[src/include/vnc_config.svh]
// build constants for the link measurement core, included by the package and the RTL
`ifndef VNC_CONFIG_SVH
`define VNC_CONFIG_SVH

////////////////////////////////////////////////////////////
// pattern pacing and timing
////////////////////////////////////////////////////////////

`define VNC_FRAME_GAP       32'd16  // cycles between pattern pulses
`define VNC_TIMER_WIDTH     16      // timestamp counter width

////////////////////////////////////////////////////////////
// queue depths
////////////////////////////////////////////////////////////

`define VNC_TS_DEPTH        4       // sends waiting for their receive
`define VNC_LAT_DEPTH       8       // deltas waiting for software

// register byte addresses
`define VNC_ADDR_CTRL       8'h00
`define VNC_ADDR_NUM_FRAMES 8'h04
`define VNC_ADDR_STATUS     8'h08
`define VNC_ADDR_LAT_POP    8'h0C
`define VNC_ADDR_SCRATCH    8'h10

`endif

[src/verilog/vnc_pkg.sv]
// shared types of the link measurement core, referenced by scoped name from each block
`include "vnc_config.svh"

package vnc_pkg;

    typedef logic [7:0]                  addr_t;       // register byte address
    typedef logic [31:0]                 data_t;       // register data word
    typedef logic [`VNC_TIMER_WIDTH-1:0] lat_time_t;   // timestamp or delta
    typedef logic [15:0]                 frame_cnt_t;  // frame count

    // one request on the strobe bus
    typedef struct packed {
        logic  wr;
        logic  rd;
        addr_t addr;
        data_t wdata;
    } reg_req_t;

    typedef struct packed {
        logic       start;       // one-cycle pulse
        frame_cnt_t num_frames;
    } gen_ctl_t;

    typedef struct packed {
        logic      valid;
        lat_time_t delta;
    } lat_entry_t;

    typedef enum logic [1:0] {GEN_IDLE, GEN_RUN, GEN_DONE} gen_state_e;

endpackage

[src/verilog/vnc_reg_decode.sv]
// register decode for the strobe bus, drives generator control and the latency queue pop
`timescale 1ns/10ps
`include "vnc_config.svh"

module vnc_reg_decode (
    input  logic                axi_aclk,
    input  logic                axi_aresetn,
    input  vnc_pkg::reg_req_t   i_req,
    input  logic                i_done,
    input  vnc_pkg::lat_entry_t i_head,
    input  logic [3:0]          i_count,
    input  logic                i_overflow,
    output vnc_pkg::data_t      o_rdata,
    output logic                o_rvalid,
    output vnc_pkg::gen_ctl_t   o_gen_ctl,
    output logic                o_pop,
    output logic                o_clear
);

    vnc_pkg::frame_cnt_t num_frames;
    vnc_pkg::data_t      scratch;
    vnc_pkg::addr_t      rd_addr;   // address of the pending read
    logic                rd_pend;   // read sampled on the last edge
    vnc_pkg::data_t      rd_mux;
    logic                ctrl_wr;

    ////////////////////////////////////////////////////////////
    // write side
    ////////////////////////////////////////////////////////////

    assign ctrl_wr              = i_req.wr && (i_req.addr == `VNC_ADDR_CTRL);
    assign o_gen_ctl.start      = ctrl_wr && i_req.wdata[0];  // acts on the write edge
    assign o_gen_ctl.num_frames = num_frames;
    assign o_clear              = ctrl_wr && i_req.wdata[1];

    always_ff @(posedge axi_aclk) begin
        if (!axi_aresetn) begin
            num_frames <= '0;
            scratch    <= '0;
        end else if (i_req.wr) begin
            case (i_req.addr)
                `VNC_ADDR_NUM_FRAMES: num_frames <= i_req.wdata[15:0];
                `VNC_ADDR_SCRATCH:    scratch    <= i_req.wdata;
                default:              ;  // ctrl and read-only space
            endcase
        end
    end

    ////////////////////////////////////////////////////////////
    // read side
    ////////////////////////////////////////////////////////////

    // first stage: remember the read, pop lands with the data capture
    always_ff @(posedge axi_aclk) begin
        if (!axi_aresetn) begin
            rd_pend <= 1'b0;
            o_pop   <= 1'b0;
        end else begin
            rd_pend <= i_req.rd;
            o_pop   <= i_req.rd && (i_req.addr == `VNC_ADDR_LAT_POP);
        end
    end

    always_ff @(posedge axi_aclk) begin
        rd_addr <= i_req.addr;
    end

    always_comb begin
        rd_mux = '0;
        case (rd_addr)
            `VNC_ADDR_NUM_FRAMES: rd_mux[15:0] = num_frames;
            `VNC_ADDR_STATUS: begin
                rd_mux[0]    = i_done;
                rd_mux[1]    = i_overflow;
                rd_mux[11:8] = i_count;
            end
            `VNC_ADDR_LAT_POP: begin
                rd_mux[31]                   = i_head.valid;  // zero when queue empty
                rd_mux[`VNC_TIMER_WIDTH-1:0] = i_head.delta;
            end
            `VNC_ADDR_SCRATCH:    rd_mux       = scratch;
            default:              rd_mux       = '0;
        endcase
    end

    // second stage: head is sampled before the pop takes effect
    always_ff @(posedge axi_aclk) begin
        if (!axi_aresetn) begin
            o_rvalid <= 1'b0;
        end else begin
            o_rvalid <= rd_pend;
        end
    end

    always_ff @(posedge axi_aclk) begin
        if (rd_pend) begin
            o_rdata <= rd_mux;
        end
    end

endmodule

[src/verilog/vnc_frame_gen.sv]
// pattern generator, emits a counted run of pulses at a fixed spacing and then flags done
`timescale 1ns/10ps
`include "vnc_config.svh"

module vnc_frame_gen (
    input  logic              axi_aclk,
    input  logic              axi_aresetn,
    input  vnc_pkg::gen_ctl_t i_gen_ctl,
    output logic              o_pattern_sent,
    output logic              o_done
);

    vnc_pkg::gen_state_e state;
    logic [31:0]         gap_cnt;    // cycles since the last pulse
    vnc_pkg::frame_cnt_t remaining;  // pulses still to send

    assign o_done = (state == vnc_pkg::GEN_DONE);

    ////////////////////////////////////////////////////////////
    // pacing FSM
    ////////////////////////////////////////////////////////////

    always_ff @(posedge axi_aclk) begin
        if (!axi_aresetn) begin
            state          <= vnc_pkg::GEN_IDLE;
            gap_cnt        <= '0;
            remaining      <= '0;
            o_pattern_sent <= 1'b0;
        end else begin
            o_pattern_sent <= 1'b0;
            if (i_gen_ctl.start) begin           // restarts an active run too
                gap_cnt <= '0;
                if (i_gen_ctl.num_frames == '0) begin
                    state     <= vnc_pkg::GEN_DONE;
                    remaining <= '0;
                end else begin
                    state          <= vnc_pkg::GEN_RUN;
                    remaining      <= i_gen_ctl.num_frames - 1'b1;
                    o_pattern_sent <= 1'b1;      // first pulse right away
                end
            end else if (state == vnc_pkg::GEN_RUN) begin
                if (remaining == '0) begin
                    state <= vnc_pkg::GEN_DONE;  // cycle after the last pulse
                end else if (gap_cnt == `VNC_FRAME_GAP - 1) begin
                    gap_cnt        <= '0;
                    remaining      <= remaining - 1'b1;
                    o_pattern_sent <= 1'b1;
                end else begin
                    gap_cnt <= gap_cnt + 1'b1;
                end
            end
        end
    end

endmodule

[src/verilog/vnc_latency_timer.sv]
// round-trip timer, stamps each sent pattern and matches receives in order to form deltas
`timescale 1ns/10ps
`include "vnc_config.svh"

module vnc_latency_timer (
    input  logic               axi_aclk,
    input  logic               axi_aresetn,
    input  logic               i_pattern_sent,
    input  logic               i_pattern_rcvd,
    output logic               o_delta_valid,
    output vnc_pkg::lat_time_t o_delta
);

    localparam int TS_PTR_W = $clog2(`VNC_TS_DEPTH);
    localparam logic [TS_PTR_W:0] TS_FULL = (TS_PTR_W + 1)'(`VNC_TS_DEPTH);

    vnc_pkg::lat_time_t  now;                          // free-running timestamp
    vnc_pkg::lat_time_t  stamp_mem [`VNC_TS_DEPTH];
    logic [TS_PTR_W-1:0] wr_ptr;
    logic [TS_PTR_W-1:0] rd_ptr;
    logic [TS_PTR_W:0]   ts_count;                     // sends in flight
    logic                push;
    logic                pop;

    // both decisions use the count from before this edge
    assign push = i_pattern_sent && (ts_count != TS_FULL);
    assign pop  = i_pattern_rcvd && (ts_count != '0);  // stray receive is ignored

    always_ff @(posedge axi_aclk) begin
        if (!axi_aresetn) begin
            now           <= '0;
            wr_ptr        <= '0;
            rd_ptr        <= '0;
            ts_count      <= '0;
            o_delta_valid <= 1'b0;
        end else begin
            now           <= now + 1'b1;
            o_delta_valid <= pop;
            if (push) begin
                wr_ptr <= wr_ptr + 1'b1;
            end
            if (pop) begin
                rd_ptr <= rd_ptr + 1'b1;
            end
            case ({push, pop})
                2'b10:   ts_count <= ts_count + 1'b1;
                2'b01:   ts_count <= ts_count - 1'b1;
                default: ts_count <= ts_count;
            endcase
        end
    end

    ////////////////////////////////////////////////////////////
    // stamp storage and delta
    ////////////////////////////////////////////////////////////

    always_ff @(posedge axi_aclk) begin
        if (push) begin
            stamp_mem[wr_ptr] <= now;
        end
        if (pop) begin
            o_delta <= now - stamp_mem[rd_ptr];  // wraps modulo timer width
        end
    end

endmodule

[src/verilog/vnc_latency_fifo.sv]
// result queue for measured deltas, popped by software, with a sticky overflow flag
`timescale 1ns/10ps
`include "vnc_config.svh"

module vnc_latency_fifo (
    input  logic                axi_aclk,
    input  logic                axi_aresetn,
    input  logic                i_delta_valid,
    input  vnc_pkg::lat_time_t  i_delta,
    input  logic                i_pop,
    input  logic                i_clear,
    output vnc_pkg::lat_entry_t o_head,
    output logic [3:0]          o_count,
    output logic                o_overflow
);

    localparam int LAT_PTR_W = $clog2(`VNC_LAT_DEPTH);
    localparam logic [3:0] LAT_FULL = 4'(`VNC_LAT_DEPTH);

    vnc_pkg::lat_time_t   mem [`VNC_LAT_DEPTH];
    logic [LAT_PTR_W-1:0] wr_ptr;
    logic [LAT_PTR_W-1:0] rd_ptr;
    logic                 full;
    logic                 push;
    logic                 pop;

    assign full         = (o_count == LAT_FULL);
    assign push         = i_delta_valid && !full;  // no back-pressure to the link
    assign pop          = i_pop && (o_count != '0);
    assign o_head.valid = (o_count != '0);
    assign o_head.delta = o_head.valid ? mem[rd_ptr] : '0;

    always_ff @(posedge axi_aclk) begin
        if (!axi_aresetn || i_clear) begin
            wr_ptr     <= '0;
            rd_ptr     <= '0;
            o_count    <= '0;
            o_overflow <= 1'b0;
        end else begin
            if (push) begin
                wr_ptr <= wr_ptr + 1'b1;
            end
            if (pop) begin
                rd_ptr <= rd_ptr + 1'b1;
            end
            if (i_delta_valid && full) begin
                o_overflow <= 1'b1;                // delta lost, sticky
            end
            o_count <= o_count + {3'b000, push} - {3'b000, pop};
        end
    end

    always_ff @(posedge axi_aclk) begin
        if (push) begin
            mem[wr_ptr] <= i_delta;
        end
    end

endmodule

[src/verilog/vnc_core.sv]
// top level of the link measurement core, ties decode, generator, timer and queue together
`timescale 1ns/10ps

module vnc_core (
    input  logic              axi_aclk,
    input  logic              axi_aresetn,
    input  vnc_pkg::reg_req_t i_req,
    input  logic              i_pattern_rcvd,
    output vnc_pkg::data_t    o_rdata,
    output logic              o_rvalid,
    output logic              o_pattern_sent
);

    vnc_pkg::gen_ctl_t   gen_ctl;
    vnc_pkg::lat_entry_t lat_head;
    vnc_pkg::lat_time_t  delta;
    logic                delta_valid;
    logic                gen_done;
    logic                lat_pop;
    logic                lat_clear;
    logic                lat_overflow;
    logic [3:0]          lat_count;

    ////////////////////////////////////////////////////////////
    // register decode
    ////////////////////////////////////////////////////////////

    vnc_reg_decode u_reg_decode (
        .axi_aclk    (axi_aclk),
        .axi_aresetn (axi_aresetn),
        .i_req       (i_req),
        .i_done      (gen_done),
        .i_head      (lat_head),
        .i_count     (lat_count),
        .i_overflow  (lat_overflow),
        .o_rdata     (o_rdata),
        .o_rvalid    (o_rvalid),
        .o_gen_ctl   (gen_ctl),
        .o_pop       (lat_pop),
        .o_clear     (lat_clear)
    );

    ////////////////////////////////////////////////////////////
    // pattern pacing and latency measurement
    ////////////////////////////////////////////////////////////

    vnc_frame_gen u_frame_gen (
        .axi_aclk       (axi_aclk),
        .axi_aresetn    (axi_aresetn),
        .i_gen_ctl      (gen_ctl),
        .o_pattern_sent (o_pattern_sent),  // also feeds the timer
        .o_done         (gen_done)
    );

    vnc_latency_timer u_latency_timer (
        .axi_aclk       (axi_aclk),
        .axi_aresetn    (axi_aresetn),
        .i_pattern_sent (o_pattern_sent),
        .i_pattern_rcvd (i_pattern_rcvd),
        .o_delta_valid  (delta_valid),
        .o_delta        (delta)
    );

    vnc_latency_fifo u_latency_fifo (
        .axi_aclk      (axi_aclk),
        .axi_aresetn   (axi_aresetn),
        .i_delta_valid (delta_valid),
        .i_delta       (delta),
        .i_pop         (lat_pop),
        .i_clear       (lat_clear),
        .o_head        (lat_head),
        .o_count       (lat_count),
        .o_overflow    (lat_overflow)
    );

endmodule

[config.mk]
export PLATFORM = sky130hd
export DESIGN_NAME = vnc_core
export DESIGN_NICKNAME = d
export VERILOG_FILES = /design/src/verilog/vnc_pkg.sv /design/src/verilog/vnc_reg_decode.sv /design/src/verilog/vnc_frame_gen.sv /design/src/verilog/vnc_latency_timer.sv /design/src/verilog/vnc_latency_fifo.sv /design/src/verilog/vnc_core.sv
export VERILOG_INCLUDE_DIRS = /design/src /design/src/include
export SDC_FILE = /design/constraint.sdc
export NUM_CORES = 1
export LEC_CHECK = 0
export ABC_AREA = 1
export BUFFER_PORTS_ARGS = -buffer_cell sky130_fd_sc_hd__clkbuf_2
export CORE_MARGIN = 10
export CORE_UTILIZATION = 50
export DETAILED_ROUTE_END_ITERATION = 7
export PLACE_DENSITY = 0.67
export SLEW_MARGIN = 20
export SYNTH_ARGS = -nofsm -noshare
export SYNTH_HDL_FRONTEND = slang
export SYNTH_SLANG_ARGS = --single-unit
[constraint.sdc]
create_clock -name axi_aclk -period 3.33 [get_ports axi_aclk]
set_clock_uncertainty 0.05 [all_clocks]
set_input_delay 0.666 -clock axi_aclk [delete_from_list [all_inputs] [get_ports axi_aclk]]
set_output_delay 0.666 -clock axi_aclk [all_outputs]
set_load 0.01 [all_outputs]
### Word-level counts from Yosys, hierarchy flattened

Memories as Yosys holds them, arrays and structs flattened. A register that Yosys moved wholly into a read port is not among the register bits.
Index checks and enable logic that the tools add are counted.

* bits in writable memories: 192
* input port bits: 45
* memories: 2
* flip-flop bits (word level): 193
* logic and storage cells: 111

Memories
* u_latency_fifo.mem: words 8, width 16, rd ports 1, clocked after memory_dff 1, wr ports 1, RTL line vnc_latency_fifo.sv:20 `` vnc_pkg::lat_time_t mem [`VNC_LAT_DEPTH]; ``
* u_latency_timer.stamp_mem: words 4, width 16, rd ports 1, clocked after memory_dff 1, wr ports 1, RTL line vnc_latency_timer.sv:18 `` vnc_pkg::lat_time_t stamp_mem [`VNC_TS_DEPTH]; ``

* muxes and demuxes: 30
* equality and inequality tests: 15
* bitwise gates (word level): 2
* add/subtract/negate cells: 13
* reduce and logical (&&, ||, !) cells: 27

Operators by type and width (count)
* 16-bit two-way mux: 6
* 32-bit by 1-bit adder with 32-bit output (second input constant): 1
* 32-bit by 4-bit == test with 1-bit output (second input constant): 1
* 16-bit logical NOT: 2
* 32-bit two-way mux: 1
* 16-bit by 1-bit subtractor with 16-bit output (second input constant): 2
* 8-bit by 4-bit == test with 1-bit output (second input constant): 3
* 6-bit one-hot mux with 3 select lines: 1
* 16-bit by 1-bit adder with 16-bit output (second input constant): 1
* 8-bit by 3-bit == test with 1-bit output (second input constant): 2
* 8-bit by 5-bit == test with 1-bit output (second input constant): 2
* 4-bit one-hot mux with 4 select lines: 1
* 16-bit subtractor: 1
* 2-bit two-way mux: 6
* 4-bit one-hot mux with 3 select lines: 1
* 3-bit by 1-bit adder with 3-bit output (second input constant): 3
* 1-bit logical AND: 9
* 1-bit two-way mux: 9
* 8-bit logical NOT: 1
* 2-bit one-hot mux with 4 select lines: 1
* 2-bit AND reduction: 4
* 2-bit nonzero test: 4
* 3-bit two-way mux: 2
* 3-bit one-hot mux with 2 select lines: 1
* other kinds (17): 22

### Depth between registers and ports, before layout

* depth after elaboration: 5
* gate-level depth with buffers: 15
* depth with buffers taken out: 13

### Cells and area by module

Synthesis repeated with hierarchy kept, for this count alone.

* cells, all modules: 2393
* area, all modules: 19373.6 µm²

Modules (own cells, without submodules)
* vnc_latency_fifo: area an instance 6392.4 µm², times used 1, cells each 655
* vnc_latency_timer: area an instance 5036.1 µm², times used 1, cells each 523
* vnc_reg_decode: area an instance 4032.6 µm², times used 1, cells each 525
* vnc_frame_gen: area an instance 3912.5 µm², times used 1, cells each 690

### Worst setup path before layout

OpenSTA, ideal clock, no wires.

* path kind: input to register
* start point: input i_pattern_rcvd
* end point: register u_latency_timer.ts_count[2]
* arrival time: 2918 ps
* setup time: 122 ps
* path slack: 240 ps
* stages on the path: 9
* cell sequence: inv_1 a31oi_1 ha_1 inv_1 fa_1 a21oi_1 o21ai_0 o21ai_0 a21oi_1

* cells in the longest elaborated chain, start to end: 3
* elaborated cells between the ends (all ways): 5

Ends and longest elaborated chain
* start: declaration: RTL line vnc_core.sv:8 `input logic i_pattern_rcvd,`
* 1-bit logical AND (*): RTL line vnc_latency_timer.sv:27 `assign pop = i_pattern_rcvd && (ts_count != '0);`
* via u_latency_timer.pop: RTL line vnc_latency_timer.sv:23 `logic pop;`
* 2-bit by 1-bit == test with 1-bit output or 2-bit == test (tied branches): RTL line vnc_latency_timer.sv:45 `case ({push, pop})`
* 3-bit one-hot mux with 2 select lines or 2-bit nonzero test (tied branches)
* end signal: assignment: RTL line vnc_latency_timer.sv:46 `2'b10: ts_count <= ts_count + 1'b1;`
* end signal: assignment: RTL line vnc_latency_timer.sv:47 `2'b01: ts_count <= ts_count - 1'b1;`
* end signal: assignment: RTL line vnc_latency_timer.sv:48 `default: ts_count <= ts_count;`
* end: declaration: RTL line vnc_latency_timer.sv:21 `logic [TS_PTR_W:0] ts_count;`

The timed path passes the listed nets; every way through them passes the cells marked *.
A chain may end at the register's enable or synchronous reset.

==> flow_summary.yaml <==
status:
  outcome: "finished, final reports clean"
clocking:
  post-cts-setup-buffer-count: 0
  cts_resized: 0
  cts_hold_buf: 0
  htreeDepth: 2
  cts_buffer_depth: 3
  cts_tree: "yes"
  cts.sinks: 390
  path_clk_slew_ns: 0.06
  clk_latency_ns: 0.54
  cts_root_buf: "clkbuf_16"
  cts_buffers: 41
synth:
  synth_cell_types: 48
  syn_area_um2: 17700
  synthCells: 1939
  ys_warn_count: 0
  synth_fp_nets: 2022
  ys_seq_area_share_pct: 57.8
  syn_area_per_cell_um2: 9.11
  synth-seq-cells: 390
  synth_edf_count: 240
  synthFlopType: "edfxtp_1"
  synth_top_area_share_pct: 40.8
  synthTopCellsByArea: "edfxtp_1 41%, dfxtp_1 17%, nand2_1 8.1%"
  synth_top_area_cell: "edfxtp_1"
  postSynth.asyncResetShare_pct: 0
setup_path:
  crit_slowest_cell: "dfxtp_1"
  worstPathArrival_ns: 3.02
  crit_buf_inv: 3
  path_common_cell: "nand2_1"
  slowest_delay_ns: 0.41
  rr_worst_depth: 13
  cp-start-kind: "register"
  end_kind: "register"
  worstPathRequired_ns: 3.57
  crit_family: "compound AO/OA/AOI/OAI gates"
  r2r-end: "u_latency_timer.o_delta[13]$_DFFE_PP_"
  path_depth: 13
  cp_max_fo: 24
  worstSetupPathType: "register to register"
  path_cells: "inv_1 -> buf_4 -> nand2_1 -> a32o_1 -> ha_1 -> nand2_1 -> inv_1 -> a21oi_1 -> o21bai_1 -> a21oi_1 -> nand2_1 -> nand2_1 -> nand2_1"
  reg2reg_setup_slack_ns: 0.56
timing:
  setup_viol: 0
  hold_viol: 0
  worst_pin_slew_ns: 0.930
  rsz0062_at_grt: "false"
  setup_tns_ns: 0
  period_minus_slack_ns: 2.77
  max_freq_ghz: 0.360
  maxSlewViolCount: 0
  fin_crit_sh_pct: 83.3
  relSlewSlack_pct: 37.9
routing:
  drtAntennaViolNets: 0
  route.detailed.drc: 0
  drt-total-wl_um: 42600
  num_vias: 13400
  initialDrtViolationCount: 913
  drt_first_pass_iters: 5
  vias_per_cell: 5.34
  wl_per_cell_um: 16.9
floorplan:
  dieArea_um2: 43200
  core_area_um2: 34700
  rows: 68
  die_x_um: 208
  start_util_pct: 50.9
  dieHeight_um: 208
  io_pins: 79
placement:
  dp_hpwl_um: 29600
  port_buffers: 78
  gp_congestion: 0.874
cells_and_area:
  final_util_pct: 57.3
  area_growth_pct: 12.7
  drive_above_1_share_pct: 10.6
  fin_nets: 2111
  antenna_cells: 0
power_and_ir_drop:
  p_leak_nw: 7.77
  irDropWorstVdd_mv: 0.437
  power-per-cell-area_nw_per_um2: 484
global_route:
  antenna_found_initial: 0
  grt_first_pass_wirelength_um: 68500
  grt_pass1_vias: 13000
  grt_max_degree: 65
  track_usage_pct: 19.1
  grt.overflow.total: 0
hold_path:
  min_to: "u_reg_decode.rd_addr[7]$_DFF_P_"
  min_path_type: "input port to register"
  hold_start: "i_req[39]"
  hold_depth: 1
job:
  drv_cap: 0
-- flip-flops by register name, summed over array words and instances, names as in the netlist, 3 cells and up, named ones only --
register and cells:
u_frame_gen.gap_cnt 32, u_frame_gen.remaining 16, u_latency_fifo.mem 128, u_latency_fifo.o_count 4, u_latency_fifo.rd_ptr 3, u_latency_fifo.wr_ptr 3, u_latency_timer.now 16, u_latency_timer.o_delta 16
u_latency_timer.stamp_mem 64, u_latency_timer.ts_count 3, u_reg_decode.num_frames 16, u_reg_decode.o_rdata 32, u_reg_decode.rd_addr 8, u_reg_decode.scratch 32
-- cell usage after synthesis (5+ instances only) --
cell      instances
nor3_1           16
dfxtp_1         150
or2_2             8
nand3b_1          6
inv_1           167
nor2_2            8
nand2_4           5
nand2_1         379
a21oi_1         115
a32o_1           14
edfxtp_1        240
a21o_1            5
buf_1             6
nor2_1          334
o21ai_0         141
nand4_1          16
nand3_2           7
nand3_1         110
buf_2            20
ha_1             35
o211ai_1         43
clkbuf_1         37
xor2_1           28
-- metal layers --
layer	vias up	routed length [um]	GRT usage [%]	share of wire, %
met5	-	0	0	0
met4	0	1140	5.88	2.7
met3	80	2360	3.06	5.5
met2	369	20100	31.6	47
met1	6302	19000	25.2	45
li1	6690	-	-	-
-- through the flow --
| stage | instance area (um^2) | total power, mW | setup WS, ns | cells | hold slack (ns) |
|---|---|---|---|---|---|
| floorplan | 17700 | 5.31 | 0.240 | 1939 | 0.376 |
| global placement | 18600 | 5.39 | 0.656 | 2440 | 0.387 |
| detailed placement | 18600 | 5.40 | 0.625 | 2440 | 0.396 |
| CTS | 19900 | 9.71 | 0.606 | 2516 | 0.171 |
| global route | 19900 | 9.91 | 0.318 | 2516 | 0.190 |
| finish | 19900 | 9.63 | 0.556 | 2516 | 0.196 |
-- report_power, final --
group / switching (mW) / internal [mW]
sequential: 0.0164 / 5.10
clock: 1.87 / 2.47
combinational: 0.115 / 0.0589
-- kinds of logic after synthesis --
| kind of cell | after synthesis | synth area share [%] |
|---|---|---|
| AO/OA/AOI/OAI | 333 | 10.8 |
| AND/OR/NAND/NOR | 904 | 21.6 |
| flip-flops | 390 | 57.8 |
| adder cells (fa/ha/maj) | 38 | 2.82 |
| XOR/XNOR | 32 | 1.59 |
| buffers and inverters | 242 | 5.49 |
-- how the worst max path moves through the flow --
| stage | startpoint | end | slack (ns) |
|---|---|---|---|
| floorplan | i_pattern_rcvd | u_latency_timer.ts_count[2]$_SDFFE_PN0P_ | 0.24 |
| global placement | register | u_latency_timer.o_delta[13]$_DFFE_PP_ | 0.66 |
| detailed placement | register | u_latency_timer.o_delta[13]$_DFFE_PP_ | 0.63 |
| CTS | register | u_latency_timer.o_delta[13]$_DFFE_PP_ | 0.61 |
| global route | register | u_latency_timer.o_delta[13]$_DFFE_PP_ | 0.32 |
| finish | register | u_latency_timer.o_delta[13]$_DFFE_PP_ | 0.56 |
-- area by class of cell --
| class | count | area (um^2) |
|---|---|---|
| inverter | 173 | 654 |
| multi-input combinational | 1307 | 6490 |
| clock buffer | 51 | 1070 |
| timing repair buffer | 115 | 706 |
| tap | 455 | 569 |
| clock inverter | 25 | 198 |
| sequential | 390 | 10200 |
| fill | 2990 | 14800 |
-- cell usage in the layout, fill, tap and decap left out, types with 41 or more instances in the layout --
cell / instances
a21oi_1: 115
o21ai_0: 141
clkbuf_2: 78
dfxtp_1: 148
clkbuf_16: 41
inv_1: 167
nor2_1: 334
nand2_1: 379
nand3_1: 110
edfxtp_1: 240
o211ai_1: 43
-- worst reg2reg max path: cells and delay by family, from the launching register on --
kind / cells / cell delay [ns]
DFF: 1 / 0.41
and+or+nand+nor: 5 / 0.40
adders and majority gates: 1 / 0.34
AOI/OAI and AO/OA: 4 / 0.74
buffers and inverters: 3 / 0.61
Power figures use the tool's default switching activity.
